==> src/program.hex <==
// One 16-bit word per line: opcode in the upper byte, operand address in the lower
// Opcodes 00 ADD, 01 ST, 02 LD, 03 JMP, 04 JNEG, 05 OUT; data words start at 18
0219 // LD counter
0018 // ADD step, wraps past 7fff
0119 // ST counter
0500 // OUT
0408 // JNEG to the undefined opcode
021c // LD 7fff
001c // ADD 7fff, overflows negative
0409 // JNEG, always taken here
0a00 // Undefined opcode, skipped
001a // ADD 8000, sign flips
011b // ST scratch
021b // LD scratch back
0500 // OUT
040f // JNEG, never taken here
0300 // JMP to start
0300 // JMP to start
@18
2345 // Step
0000 // Counter
8000 // Sign flip constant
0000 // Scratch
7fff // Largest positive

==> src/scomp_pkg.sv <==
// Shared widths, opcodes and state encoding for the accumulator computer
// Memory size and program file name

package scomp_pkg;

	localparam int word_width = 16;           // Data and instruction word
	localparam int addr_width = 8;            // Memory address and program counter
	localparam int digit_count = 4;           // Hex digits on the readout

	typedef logic [word_width-1:0] word_t;    // One memory word
	typedef logic [addr_width-1:0] addr_t;    // One memory address
	typedef logic [7:0] opcode_t;             // Upper byte of an instruction
	typedef logic [3:0] digit_t;              // One hex nibble
	typedef logic [6:0] segments_t;           // Active-low, segment a in bit 0
	typedef logic [2:0] display_select_t;     // Readout source select

	////////////////////////////////
	// Instruction set
	////////////////////////////////
	localparam opcode_t opcode_add = 8'h00;           // A = A + mem[addr]
	localparam opcode_t opcode_store = 8'h01;         // mem[addr] = A
	localparam opcode_t opcode_load = 8'h02;          // A = mem[addr]
	localparam opcode_t opcode_jump = 8'h03;          // PC = addr
	localparam opcode_t opcode_jump_negative = 8'h04; // PC = addr when A < 0
	localparam opcode_t opcode_out = 8'h05;           // Out = A

	// Instruction cycle states
	typedef enum logic [3:0] {
		reset_pc       = 4'h0,
		fetch          = 4'h1,
		decode         = 4'h2,
		execute_add    = 4'h3,
		execute_store  = 4'h4,
		execute_store2 = 4'h5,
		execute_store3 = 4'h6,
		execute_load   = 4'h7,
		execute_jump   = 4'h8,
		execute_jump_n = 4'h9,
		execute_out    = 4'ha
	} scomp_state_t;

	localparam int memory_words = 256;        // Full 8-bit address space
	localparam program_file = "/design/src/program.hex";  // Initial program and data

endpackage

==> src/scomp_control.sv <==
// Instruction cycle FSM for the accumulator computer
// Decodes every datapath strobe from the current state

`timescale 1ns/1ps

module scomp_control import scomp_pkg::*; (
	input  logic    clock,
	input  logic    reset,
	input  opcode_t opcode,               // From instruction register
	input  logic    accumulator_negative, // Sign of A
	output logic    ir_load,
	output logic    pc_clear,
	output logic    pc_increment,
	output logic    pc_load,
	output logic    operand_select,       // Address from IR operand byte
	output logic    acc_clear,
	output logic    acc_add,
	output logic    acc_load,
	output logic    out_load,
	output logic    memory_write
);

	scomp_state_t state;
	scomp_state_t state_next;
	logic         opcode_defined;

	// Opcodes above 5 fall back to fetch
	assign opcode_defined = (opcode <= opcode_out);

	////////////////////////////////
	// State register
	////////////////////////////////
	always_ff @(posedge clock or posedge reset)
	begin
		if (reset)
			state <= reset_pc;
		else
			state <= state_next;
	end

	always_comb
	begin
		state_next = fetch; // Most states return to fetch
		case (state)
			reset_pc:       state_next = fetch;
			fetch:          state_next = decode;
			decode:
			begin
				case (opcode)
					opcode_add:           state_next = execute_add;
					opcode_store:         state_next = execute_store;
					opcode_load:          state_next = execute_load;
					opcode_jump:          state_next = execute_jump;
					opcode_jump_negative: state_next = execute_jump_n;
					opcode_out:           state_next = execute_out;
					default:              state_next = fetch; // Undefined opcode skips execute
				endcase
			end
			execute_store:  state_next = execute_store2;
			execute_store2: state_next = execute_store3;
			default:        state_next = fetch;
		endcase
	end

	////////////////////////////////
	// Strobe decode
	////////////////////////////////
	always_comb
	begin
		ir_load        = 1'b0;
		pc_clear       = 1'b0;
		pc_increment   = 1'b0;
		pc_load        = 1'b0;
		operand_select = 1'b0;
		acc_clear      = 1'b0;
		acc_add        = 1'b0;
		acc_load       = 1'b0;
		out_load       = 1'b0;
		memory_write   = 1'b0;
		case (state)
			reset_pc:
			begin
				pc_clear  = 1'b1;
				acc_clear = 1'b1; // Also clears the output register
			end
			fetch:
			begin
				ir_load      = 1'b1;
				pc_increment = 1'b1;
			end
			decode:         operand_select = opcode_defined; // Prefetch operand word
			execute_add:    acc_add = 1'b1;
			execute_store:
			begin
				operand_select = 1'b1;
				memory_write   = 1'b1; // Written at the edge leaving this state
			end
			execute_store2: operand_select = 1'b1; // Hold write address
			execute_load:   acc_load = 1'b1;
			execute_jump:
			begin
				pc_load        = 1'b1;
				operand_select = 1'b1; // Next fetch reads the target
			end
			execute_jump_n:
			begin
				pc_load        = accumulator_negative;
				operand_select = accumulator_negative;
			end
			execute_out:    out_load = 1'b1;
			default:        ;
		endcase
	end

	// Only a store instruction writes memory
	assert property (@(posedge clock) disable iff (reset)
		memory_write |-> (state == execute_store) && (opcode == opcode_store));

	// Accumulator sees one operation at a time
	assert property (@(posedge clock) disable iff (reset)
		$onehot0({acc_clear, acc_add, acc_load}));

endmodule

==> src/address_unit.sv <==
// Program counter, instruction register and memory address mux

`timescale 1ns/1ps

module address_unit import scomp_pkg::*; (
	input  logic    clock,
	input  logic    reset,
	input  logic    ir_load,
	input  logic    pc_clear,
	input  logic    pc_increment,
	input  logic    pc_load,
	input  logic    operand_select,
	input  word_t   memory_data,
	output opcode_t opcode,
	output addr_t   program_counter,
	output word_t   instruction_register,
	output addr_t   memory_address
);

	addr_t operand; // Low byte of the instruction

	assign operand = instruction_register[7:0];
	assign opcode  = instruction_register[15:8];

	// Operand byte or next instruction address
	assign memory_address = operand_select ? operand : program_counter;

	always_ff @(posedge clock or posedge reset)
	begin
		if (reset)
			program_counter <= '0;
		else if (pc_clear)
			program_counter <= '0;
		else if (pc_load)
			program_counter <= operand; // Jump target
		else if (pc_increment)
			program_counter <= program_counter + 1'b1; // Wraps at 255
	end

	always_ff @(posedge clock or posedge reset)
	begin
		if (reset)
			instruction_register <= '0;
		else if (ir_load)
			instruction_register <= memory_data; // Word read at fetch
	end

	// Control never jumps during a fetch
	assert property (@(posedge clock) disable iff (reset)
		!(pc_load && pc_increment));

endmodule

==> src/accumulator_unit.sv <==
// Accumulator with add and load, and the output register

`timescale 1ns/1ps

module accumulator_unit import scomp_pkg::*; (
	input  logic  clock,
	input  logic  reset,
	input  logic  acc_clear,
	input  logic  acc_add,
	input  logic  acc_load,
	input  logic  out_load,
	input  word_t memory_data,
	output word_t accumulator,
	output logic  accumulator_negative,
	output word_t out_register
);

	assign accumulator_negative = accumulator[15]; // Two's complement sign

	always_ff @(posedge clock or posedge reset)
	begin
		if (reset)
			accumulator <= '0;
		else if (acc_clear)
			accumulator <= '0;
		else if (acc_add)
			accumulator <= accumulator + memory_data; // Carry dropped
		else if (acc_load)
			accumulator <= memory_data;
	end

	always_ff @(posedge clock or posedge reset)
	begin
		if (reset)
			out_register <= '0;
		else if (acc_clear)
			out_register <= '0;
		else if (out_load)
			out_register <= accumulator; // OUT instruction
	end

endmodule

==> src/program_memory.sv <==
// Single-port 256 x 16 memory with registered address
// Program and data come from the hex file at start-up

`timescale 1ns/1ps

module program_memory import scomp_pkg::*; (
	input  logic  clock,
	input  addr_t memory_address,
	input  logic  memory_write,
	input  word_t write_data,    // Accumulator value
	output word_t memory_data
);

	word_t memory [memory_words];
	addr_t read_address; // Address latched each edge

	initial
	begin
		$readmemh(program_file, memory);
	end

	always_ff @(posedge clock)
	begin
		if (memory_write)
			memory[memory_address] <= write_data;
		read_address <= memory_address;
	end

	// Reads the new word right after a write
	assign memory_data = memory[read_address];

endmodule

==> src/hex_display.sv <==
// Readout source mux and seven-segment decoders for four hex digits

`timescale 1ns/1ps

module hex_display import scomp_pkg::*; (
	input  display_select_t display_select,
	input  word_t           accumulator,
	input  word_t           memory_data,
	input  word_t           instruction_register,
	input  word_t           out_register,
	input  addr_t           program_counter,
	output segments_t       hex0,
	output segments_t       hex1,
	output segments_t       hex2,
	output segments_t       hex3
);

	word_t     display_value;
	segments_t digit_segments [digit_count];

	// Board pattern, a segment lights on 0
	function automatic segments_t digit_to_segments(input digit_t digit);
		case (digit)
			4'h0: return 7'b1000000;
			4'h1: return 7'b1111001;
			4'h2: return 7'b0100100;
			4'h3: return 7'b0110000;
			4'h4: return 7'b0011001;
			4'h5: return 7'b0010010;
			4'h6: return 7'b0000010;
			4'h7: return 7'b1111000;
			4'h8: return 7'b0000000;
			4'h9: return 7'b0010000;
			4'ha: return 7'b0001000;
			4'hb: return 7'b0000011;
			4'hc: return 7'b1000110;
			4'hd: return 7'b0100001;
			4'he: return 7'b0000110;
			default: return 7'b0001110; // F
		endcase
	endfunction

	always_comb
	begin
		case (display_select)
			3'd0:    display_value = accumulator;
			3'd1:    display_value = {8'h00, program_counter}; // Zero-extended
			3'd2:    display_value = memory_data;
			3'd3:    display_value = instruction_register;
			3'd4:    display_value = out_register;
			default: display_value = accumulator;
		endcase
	end

	// One decoder per nibble, digit 0 is the lowest
	for (genvar i = 0; i < digit_count; i++)
	begin : gen_digit
		assign digit_segments[i] = digit_to_segments(display_value[i*4 +: 4]);
	end

	assign hex0 = digit_segments[0];
	assign hex1 = digit_segments[1];
	assign hex2 = digit_segments[2];
	assign hex3 = digit_segments[3];

endmodule

==> src/scomp_top.sv <==
// Top level of the accumulator computer with its hex readout
// Control FSM, address and accumulator datapaths, memory, display

`timescale 1ns/1ps

module scomp_top import scomp_pkg::*; (
	input  logic            clock,
	input  logic            reset,
	input  display_select_t display_select,
	output segments_t       hex0,
	output segments_t       hex1,
	output segments_t       hex2,
	output segments_t       hex3,
	output addr_t           program_counter,
	output word_t           accumulator,
	output word_t           memory_data,
	output word_t           instruction_register,
	output word_t           out_register
);

	////////////////////////////////
	// Control strobes
	////////////////////////////////
	opcode_t opcode;
	logic    accumulator_negative;
	logic    ir_load;
	logic    pc_clear;
	logic    pc_increment;
	logic    pc_load;
	logic    operand_select;
	logic    acc_clear;
	logic    acc_add;
	logic    acc_load;
	logic    out_load;
	logic    memory_write;
	addr_t   memory_address; // Combinational, latched by memory

	scomp_control control_i (
		.clock                (clock),
		.reset                (reset),
		.opcode               (opcode),
		.accumulator_negative (accumulator_negative),
		.ir_load              (ir_load),
		.pc_clear             (pc_clear),
		.pc_increment         (pc_increment),
		.pc_load              (pc_load),
		.operand_select       (operand_select),
		.acc_clear            (acc_clear),
		.acc_add              (acc_add),
		.acc_load             (acc_load),
		.out_load             (out_load),
		.memory_write         (memory_write)
	);

	address_unit address_i (
		.clock                (clock),
		.reset                (reset),
		.ir_load              (ir_load),
		.pc_clear             (pc_clear),
		.pc_increment         (pc_increment),
		.pc_load              (pc_load),
		.operand_select       (operand_select),
		.memory_data          (memory_data),
		.opcode               (opcode),
		.program_counter      (program_counter),
		.instruction_register (instruction_register),
		.memory_address       (memory_address)
	);

	accumulator_unit accumulator_i (
		.clock                (clock),
		.reset                (reset),
		.acc_clear            (acc_clear),
		.acc_add              (acc_add),
		.acc_load             (acc_load),
		.out_load             (out_load),
		.memory_data          (memory_data),
		.accumulator          (accumulator),
		.accumulator_negative (accumulator_negative),
		.out_register         (out_register)
	);

	// ST writes the accumulator
	program_memory memory_i (
		.clock          (clock),
		.memory_address (memory_address),
		.memory_write   (memory_write),
		.write_data     (accumulator),
		.memory_data    (memory_data)
	);

	hex_display display_i (
		.display_select       (display_select),
		.accumulator          (accumulator),
		.memory_data          (memory_data),
		.instruction_register (instruction_register),
		.out_register         (out_register),
		.program_counter      (program_counter),
		.hex0                 (hex0),
		.hex1                 (hex1),
		.hex2                 (hex2),
		.hex3                 (hex3)
	);

endmodule

==> config.mk <==
export PLATFORM = sky130hd
export DESIGN_NAME = scomp_top
export DESIGN_NICKNAME = d
export VERILOG_FILES = /design/src/scomp_pkg.sv /design/src/scomp_control.sv /design/src/address_unit.sv /design/src/accumulator_unit.sv /design/src/program_memory.sv /design/src/hex_display.sv /design/src/scomp_top.sv
export SDC_FILE = /design/constraint.sdc
export NUM_CORES = 2
export LEC_CHECK = 0
export ABC_AREA = 0
export BUFFER_PORTS_ARGS = -buffer_cell sky130_fd_sc_hd__clkbuf_2
export CAP_MARGIN = 40
export CORE_UTILIZATION = 42
export DETAILED_ROUTE_END_ITERATION = 16
export GPL_ROUTABILITY_DRIVEN = 1
export SLEW_MARGIN = 10
export SYNTH_ARGS = -nofsm -noshare
export SYNTH_HDL_FRONTEND = slang
export SYNTH_MEMORY_MAX_BITS = 65536
export SYNTH_SLANG_ARGS = --single-unit
==> constraint.sdc <==
create_clock -name clock -period 16.1 [get_ports clock]
set_input_delay 4.83 -clock clock [delete_from_list [all_inputs] [get_ports clock]]
set_output_delay 4.83 -clock clock [all_outputs]
set_load 0.01 [all_outputs]
Word-level counts from Yosys, hierarchy flattened
Memory sizes are Yosys's and may differ from the RTL's. A register that Yosys moved wholly into a read port is not among the register bits.
Index checks and enable logic that the tools add are counted.
{"block": "word_totals", "regBits": 60, "mem_bits_rw": 4096, "mem_bits_ro": 448, "in_bits": 5, "output_inout_bits": 100, "wordCells": 59, "memories": 5}
{"name": "memory_i.memory", "depth": 256, "word_bits": 16, "read_ports": 1, "rd_clocked_by_memory_dff": 1, "write_ports": 1, "line_no": "program_memory.sv:14", "text": "word_t memory [memory_words];"}
{"name": "(no name shown)", "depth": 16, "word_bits": 7, "read_ports": 1, "rd_clocked_by_memory_dff": 0, "write_ports": 0, "line_no": "hex_display.sv:23", "text": "case (digit)"}
{"name": "(no name shown)", "depth": 16, "word_bits": 7, "read_ports": 1, "rd_clocked_by_memory_dff": 0, "write_ports": 0, "line_no": "hex_display.sv:23"}
{"name": "(no name shown)", "depth": 16, "word_bits": 7, "read_ports": 1, "rd_clocked_by_memory_dff": 0, "write_ports": 0, "line_no": "hex_display.sv:23"}
{"name": "(no name shown)", "depth": 16, "word_bits": 7, "read_ports": 1, "rd_clocked_by_memory_dff": 0, "write_ports": 0, "line_no": "hex_display.sv:23"}
{"block": "op_classes", "n_addsub": 2, "n_lt_le_gt_ge": 1, "eq_ne": 18, "n_mux": 22, "reduce_logical": 6}
{"cell": "$mux W16", "count": 5}
{"cell": "$pmux W16 S4", "count": 1}
{"cell": "$mux W8", "count": 4}
{"cell": "$pmux W4 S6", "count": 1}
{"cell": "$add A16 B16 Y16", "count": 1}
{"cell": "$eq A8 B2 Y1 const B", "count": 2}
{"cell": "$eq A8 B3 Y1 const B", "count": 2}
{"cell": "$pmux W4 S4", "count": 1}
{"cell": "$eq A4 B3 Y1 const B", "count": 3}
{"cell": "$eq A4 B4 Y1 const B", "count": 3}
{"cell": "$add A8 B1 Y8 const B", "count": 1}
{"cell": "$eq A4 B2 Y1 const B", "count": 2}
{"cell": "$eq A8 B1 Y1 const B", "count": 1}
{"cell": "$le A8 B3 Y1 const B", "count": 1}
{"cell": "$logic_not A8 Y1", "count": 1}
{"cell": "$mux W1", "count": 8}
{"cell": "$eq A3 B2 Y1 const B", "count": 2}
{"cell": "$reduce_bool A3 Y1", "count": 2}
{"cell": "$eq A4 B1 Y1 const B", "count": 1}
{"cell": "$logic_not A4 Y1", "count": 1}
{"cell": "$eq A3 B1 Y1 const B", "count": 1}
{"cell": "$eq A3 B3 Y1 const B", "count": 1}
{"cell": "$pmux W1 S3", "count": 1}
{"cell": "$reduce_or A3 Y1", "count": 1}
{"cell": "2 further kinds", "count": 2}

Depth between registers and ports, before layout
{"block": "depth", "depth_word": 5, "ltp_mapped": 25, "mapped_depth_nobuf": 18}

Hierarchy
Synthesis repeated with hierarchy kept, for this count alone.
{"block": "hier_totals", "cells_unflattened": 7956, "hier_area_um2": 164116.2}
{"module": "program_memory", "n_inst": 1, "cells_per_inst": 7352, "area_each_um2": 158554.6, "seq_area_each_um2": 123158.1}
{"module": "accumulator_unit", "n_inst": 1, "cells_per_inst": 233, "area_each_um2": 2172.1, "seq_area_each_um2": 800.8}
{"module": "hex_display", "n_inst": 1, "cells_per_inst": 226, "area_each_um2": 1841.8, "seq_area_each_um2": 0.0}
{"module": "address_unit", "n_inst": 1, "cells_per_inst": 103, "area_each_um2": 1202.4, "seq_area_each_um2": 600.6}
{"module": "scomp_control", "n_inst": 1, "cells_per_inst": 42, "area_each_um2": 345.3, "seq_area_each_um2": 100.1}

Worst setup path before layout
OpenSTA, ideal clock, no wires.
{"block": "synth_timing", "path_type": "input port to output port", "from": "input port display_select[0]", "to": "output port hex0[3]", "t_arrival_ns": 7.217, "required_time_ns": 11.270, "setup_slack_ns": 4.053, "path_stages": 10, "n_path_buf": 3, "path_cell_list": "clkbuf_1 nor2_1 buf_1 nor3_1 clkbuf_1 a221o_1 inv_1 ha_1 mux2_2 mux2i_1"}
{"block": "synth_between", "elab_chain_len": 3, "elab_cells_between_ends": 6, "cone_classes": "eq/ne: 4; mux: 1; memory: 1"}
{"element": "from (decl)", "line_no": "scomp_top.sv:9", "text": "input display_select_t display_select,"}
{"element": "$eq A3 B3 Y1, or another cell as far along", "line_no": "hex_display.sv:45", "text": "case (display_select)"}
{"element": "$pmux W16 S4 (*)", "line_no": "hex_display.sv:45"}
{"element": "$mem_v2 Z16 W7 (*)"}
{"element": "to (decl)", "line_no": "scomp_top.sv:10", "text": "output segments_t hex0,"}
Every way passes the cells marked *; elsewhere a longest branch is shown, timed or not.

Worst setup path after layout
{"block": "layout_timing", "from": "input port display_select[1]", "to": "output port hex2[6]"}
{"block": "layout_between", "elab_chain_len": 3, "elab_cells_between_ends": 6, "cone_classes": "eq/ne: 4; mux: 1; memory: 1"}
{"element": "$eq A3 B3 Y1, or another cell as far along", "line_no": "hex_display.sv:45"}
{"element": "$pmux W16 S4 (*)", "line_no": "hex_display.sv:45"}
{"element": "$mem_v2 Z16 W7 (*)"}
{"element": "to (decl)", "line_no": "scomp_top.sv:12", "text": "output segments_t hex2,"}
Marks and branches as above.

==> impl_metrics.yaml <==
sta:
  rsz_0062_raised_after_global_routing: "no"
  fin_setup_tns_ps: 0
  transition_at_the_pin_with_the_smallest_max_transition_slack_ps: 1210
  slew_viol_final: 0
  setup_ws_ps: 3350
  min_period_over_period_pct: 79.2
  max_clock_freq_ghz: 0.0785
  finClkSkew_ps: 35.5
  finalCriticalPeriod_ps: 12750
  timing_hold_violations_final: 0
  setup_viol: 0
  max-slew-margin-rel_pct: 19.1
synth:
  synth_largest_type_area_fraction_pct: 75.6
  yosysMostFrequentCell: "sky130_fd_sc_hd__edfxtp_1"
  synth_largest_area_cell: "sky130_fd_sc_hd__edfxtp_1"
  syn_area_per_cell_um2: 21.9
  yosys-top-cells-count: "sky130_fd_sc_hd__edfxtp_1, sky130_fd_sc_hd__mux4_2, sky130_fd_sc_hd__nor2_1"
  top_cells_by_area_in_the_synthesized_netlist: "sky130_fd_sc_hd__edfxtp_1, sky130_fd_sc_hd__mux4_2, sky130_fd_sc_hd__mux2i_1"
  async_reset_ff_share_pct: 1.44
  synthCells: 7445
  synth.distinct_cells: 89
  synth-edff-count: 4096
  postSynthNetCount: 7487
  synth.yosys.warnings: 0
  seq_area_frac_synth_pct: 76.6
  synthFlopType: "sky130_fd_sc_hd__edfxtp_1"
  synth.ff_latch_count: 4164
  post_synth_instance_area_um2: 163000
critical_path:
  critPathTopFamily: "simple AND/OR/NAND/NOR gates"
  worstPathBufferInverterCount: 3
  ff_to_ff_path_depth: 18
  setup.reg_to_reg.worst_slack_ps: 7690
  path_cells: "clkbuf_2, nor2_1, and2_1, a21oi_1, o21ai_0, inv_1, ha_1, mux2_1, a22o_1, clkbuf_2"
  critPathMaxStageDelay_ps: 770
  critical_path_depth: 10
  critPathRequiredTime_ps: 11270
  timing.setup.critical_path_class: "in2out"
  critPathMostFrequentCell: "sky130_fd_sc_hd__clkbuf_2"
  critical_path.endpoint_type: "output port"
  cp_data_arrival_time_ps: 7920
  worstReg2RegEnd: "accumulator_i.accumulator[15]"
  path_max_fanout: 21
  critical_path.startpoint_type: "input pin"
  slowest_stage: "sky130_fd_sc_hd__nor2_1"
clock_tree:
  holdBufCountCts: 0
  cts_made_buffers: 418
  setup_fix_buffers_added_after_clock_tree_synthesis: 0
  cts_resized: 0
  htreeDepth: 5
  clock_tree.buffer_depth: 4
  cts_tree: "yes"
  clock-root-buffer: "sky130_fd_sc_hd__clkbuf_16"
  insertion_delay_ps: 990
  path_clk_slew_ps: 60
  clkSinkCount: 4164
global_routing:
  track_usage_pct: 24.6
  antenna_found_initial: 29
  grt_max_degree: 193
  overflow: 0
  grt_pass1_wl_um: 668000
  first_global_vias: 81800
worst_hold_path:
  whs_endpoint: "accumulator_i.out_register[10]"
  worstHoldPathType: "reg2reg"
  min_delay_path_depth: 2
  hold_path.startpoint: "accumulator_i.out_register[10]"
pwr:
  sw_share_pct: 19.5
  p_clk_share_pct: 45.5
  share_of_power_burned_in_registers_pct: 54.2
  p_switching_mw: 4.23
  power_report.internal_total_mw: 17.4
  cellPowerDensity_nw_per_um2: 116
  total_leakage_power_nw: 46.5
  power.ir.vdd_worst_v: 0.0000947
  combPwrFrac_pct: 0.4
route:
  number_of_nets_still_failing_antenna_checks_after_routing: 0
  drc: 0
  detailedRoute.firstPassIterationCount: 6
  vias: 83300
  initialDrtViolationCount: 12100
  wl_cell_um: 35.6
  routed_wl_um: 484000
  routed_via_density: 6.13
die:
  start_util_pct: 42.2
  top_level_ports: 105
  die-area_um2: 390000
  die_width_um: 624
  design.core.area_um2: 386000
  fp.dieH_um: 624
  number_of_core_rows: 228
final_layout:
  area.growth.synth_to_final_pct: 14.7
  final-instance-count-excl-fill: 13600
  final_nets: 8099
  layout-drive-gt1-share_pct: 31.4
  post-route-cell-area_um2: 187000
run_status:
  outcome: "complete, no violations"
placed_design:
  placement.cell_area_um2: 173000
  placer_congestion_estimate: 0.947
  placement.setup.worst_slack_ps: 3420
  hpwlAfterDp_um: 307000
  post-place-cells: 12800
  number_of_buffers_inserted_by_port_buffering: 104
flow_run:
  maxCapViolations: 0
==> worst max path at each step <==
stage / from / endpoint
4_1_cts: display_select[1] / hex2[0]
2_1_floorplan: display_select[0] / hex0[3]
6_report: display_select[1] / hex2[6]
3_5_place_dp: display_select[1] / hex2[6]
3_3_place_gp: display_select[1] / hex2[0]
5_1_grt: display_select[1] / hex2[0]
==> tightest hold or removal path: stages, from the launching register on <==
cell                      delay [ps]
sky130_fd_sc_hd__dfrtp_1         410
sky130_fd_sc_hd__nand2_1          70
sky130_fd_sc_hd__a21oi_1          60
==> power by group through the flow <==
stage | Clock, mW | Combinational [mW] | Sequential, mW
2_1_floorplan | 0 | 0.0546 | 11.9
3_3_place_gp | 0 | 0.0750 | 11.9
3_5_place_dp | 0 | 0.0769 | 11.9
4_1_cts | 9.94 | 0.0772 | 11.7
5_1_grt | 10.3 | 0.0840 | 11.7
6_report | 9.84 | 0.0773 | 11.7
==> registers in the layout, summed over array words and instances (netlist names), named ones only <==
| name | cells |
|---|---|
| control_i.state | 4 |
| accumulator_i.out_register | 16 |
| accumulator_i.accumulator | 16 |
| address_i.program_counter | 8 |
| address_i.instruction_register | 16 |
| memory_i.memory | 4096 |
==> cells in the final DEF (no fill, tap or decap), types with 42 or more instances in the layout <==
cell                        netlist  layout
sky130_fd_sc_hd__clkinv_1         2      85
sky130_fd_sc_hd__buf_4           75     381
sky130_fd_sc_hd__mux2i_1        175     175
sky130_fd_sc_hd__bufinv_16        0      52
sky130_fd_sc_hd__nor2_1         343     129
sky130_fd_sc_hd__o22ai_1        110     110
sky130_fd_sc_hd__clkbuf_16        0     422
sky130_fd_sc_hd__mux4_2        1080    1080
sky130_fd_sc_hd__edfxtp_1      4096    4096
sky130_fd_sc_hd__nand2_1        211     211
sky130_fd_sc_hd__nand3_1         77      69
sky130_fd_sc_hd__a22o_1          58      58
sky130_fd_sc_hd__clkbuf_1       142      66
sky130_fd_sc_hd__clkbuf_2         1     104
sky130_fd_sc_hd__a22oi_1         78      78
sky130_fd_sc_hd__nor3_1          44      42
sky130_fd_sc_hd__nor2_2           0     202
sky130_fd_sc_hd__dfrtp_1         60      44
sky130_fd_sc_hd__a21oi_1        105     104
sky130_fd_sc_hd__buf_8           12      59
sky130_fd_sc_hd__clkinv_2         0      93
sky130_fd_sc_hd__o21ai_0         82      80
==> logic make-up (layout without fill, tap and decap cells) <==
logic type	Yosys count	in the layout	synth area share (%)
flops	4164	4164	76.6
mux	1286	1286	16.2
compound gates	650	650	2.78
fa+ha+maj	37	37	0.289
other cells	0	13	0
simple gates	822	822	2.26
buf+inv	471	1430	1.74
xor+xnor	15	15	0.0807
==> routing by layer <==
| layer | GRT usage (%) | vias to the layer above | share of wire, % |
|---|---|---|---|
| li1 | - | 32800 | - |
| met1 | 33.8 | 44900 | 39 |
| met2 | 38.1 | 4774 | 47 |
| met3 | 6.00 | 820 | 11 |
| met4 | 9.45 | 8 | 4.3 |
| met5 | 0 | - | 0.0097 |
==> cell type report <==
class | count | area, µm²
Fill cell | 31000 | 199000
Sequential cell | 4164 | 125000
Multi-Input combinational cell | 2810 | 36000
Clock buffer | 492 | 10900
Tap cell | 5175 | 6470
Timing Repair Buffer | 619 | 5610
Clock inverter | 275 | 2870
Inverter | 44 | 173
Antenna cell | 13 | 32.5
==> through the flow <==
step | power (mW) | hold WS [ps] | util [%]
6_report | 21.6 | 585 | 48.4
5_1_grt | 22.1 | 624 | 48.4
4_1_cts | 21.7 | 586 | 48.3
3_5_place_dp | 12.0 | 577 | 44.7
3_3_place_gp | 12.0 | 554 | 44.3
2_1_floorplan | 12.0 | 553 | -
(Power assumes the default switching activity.)
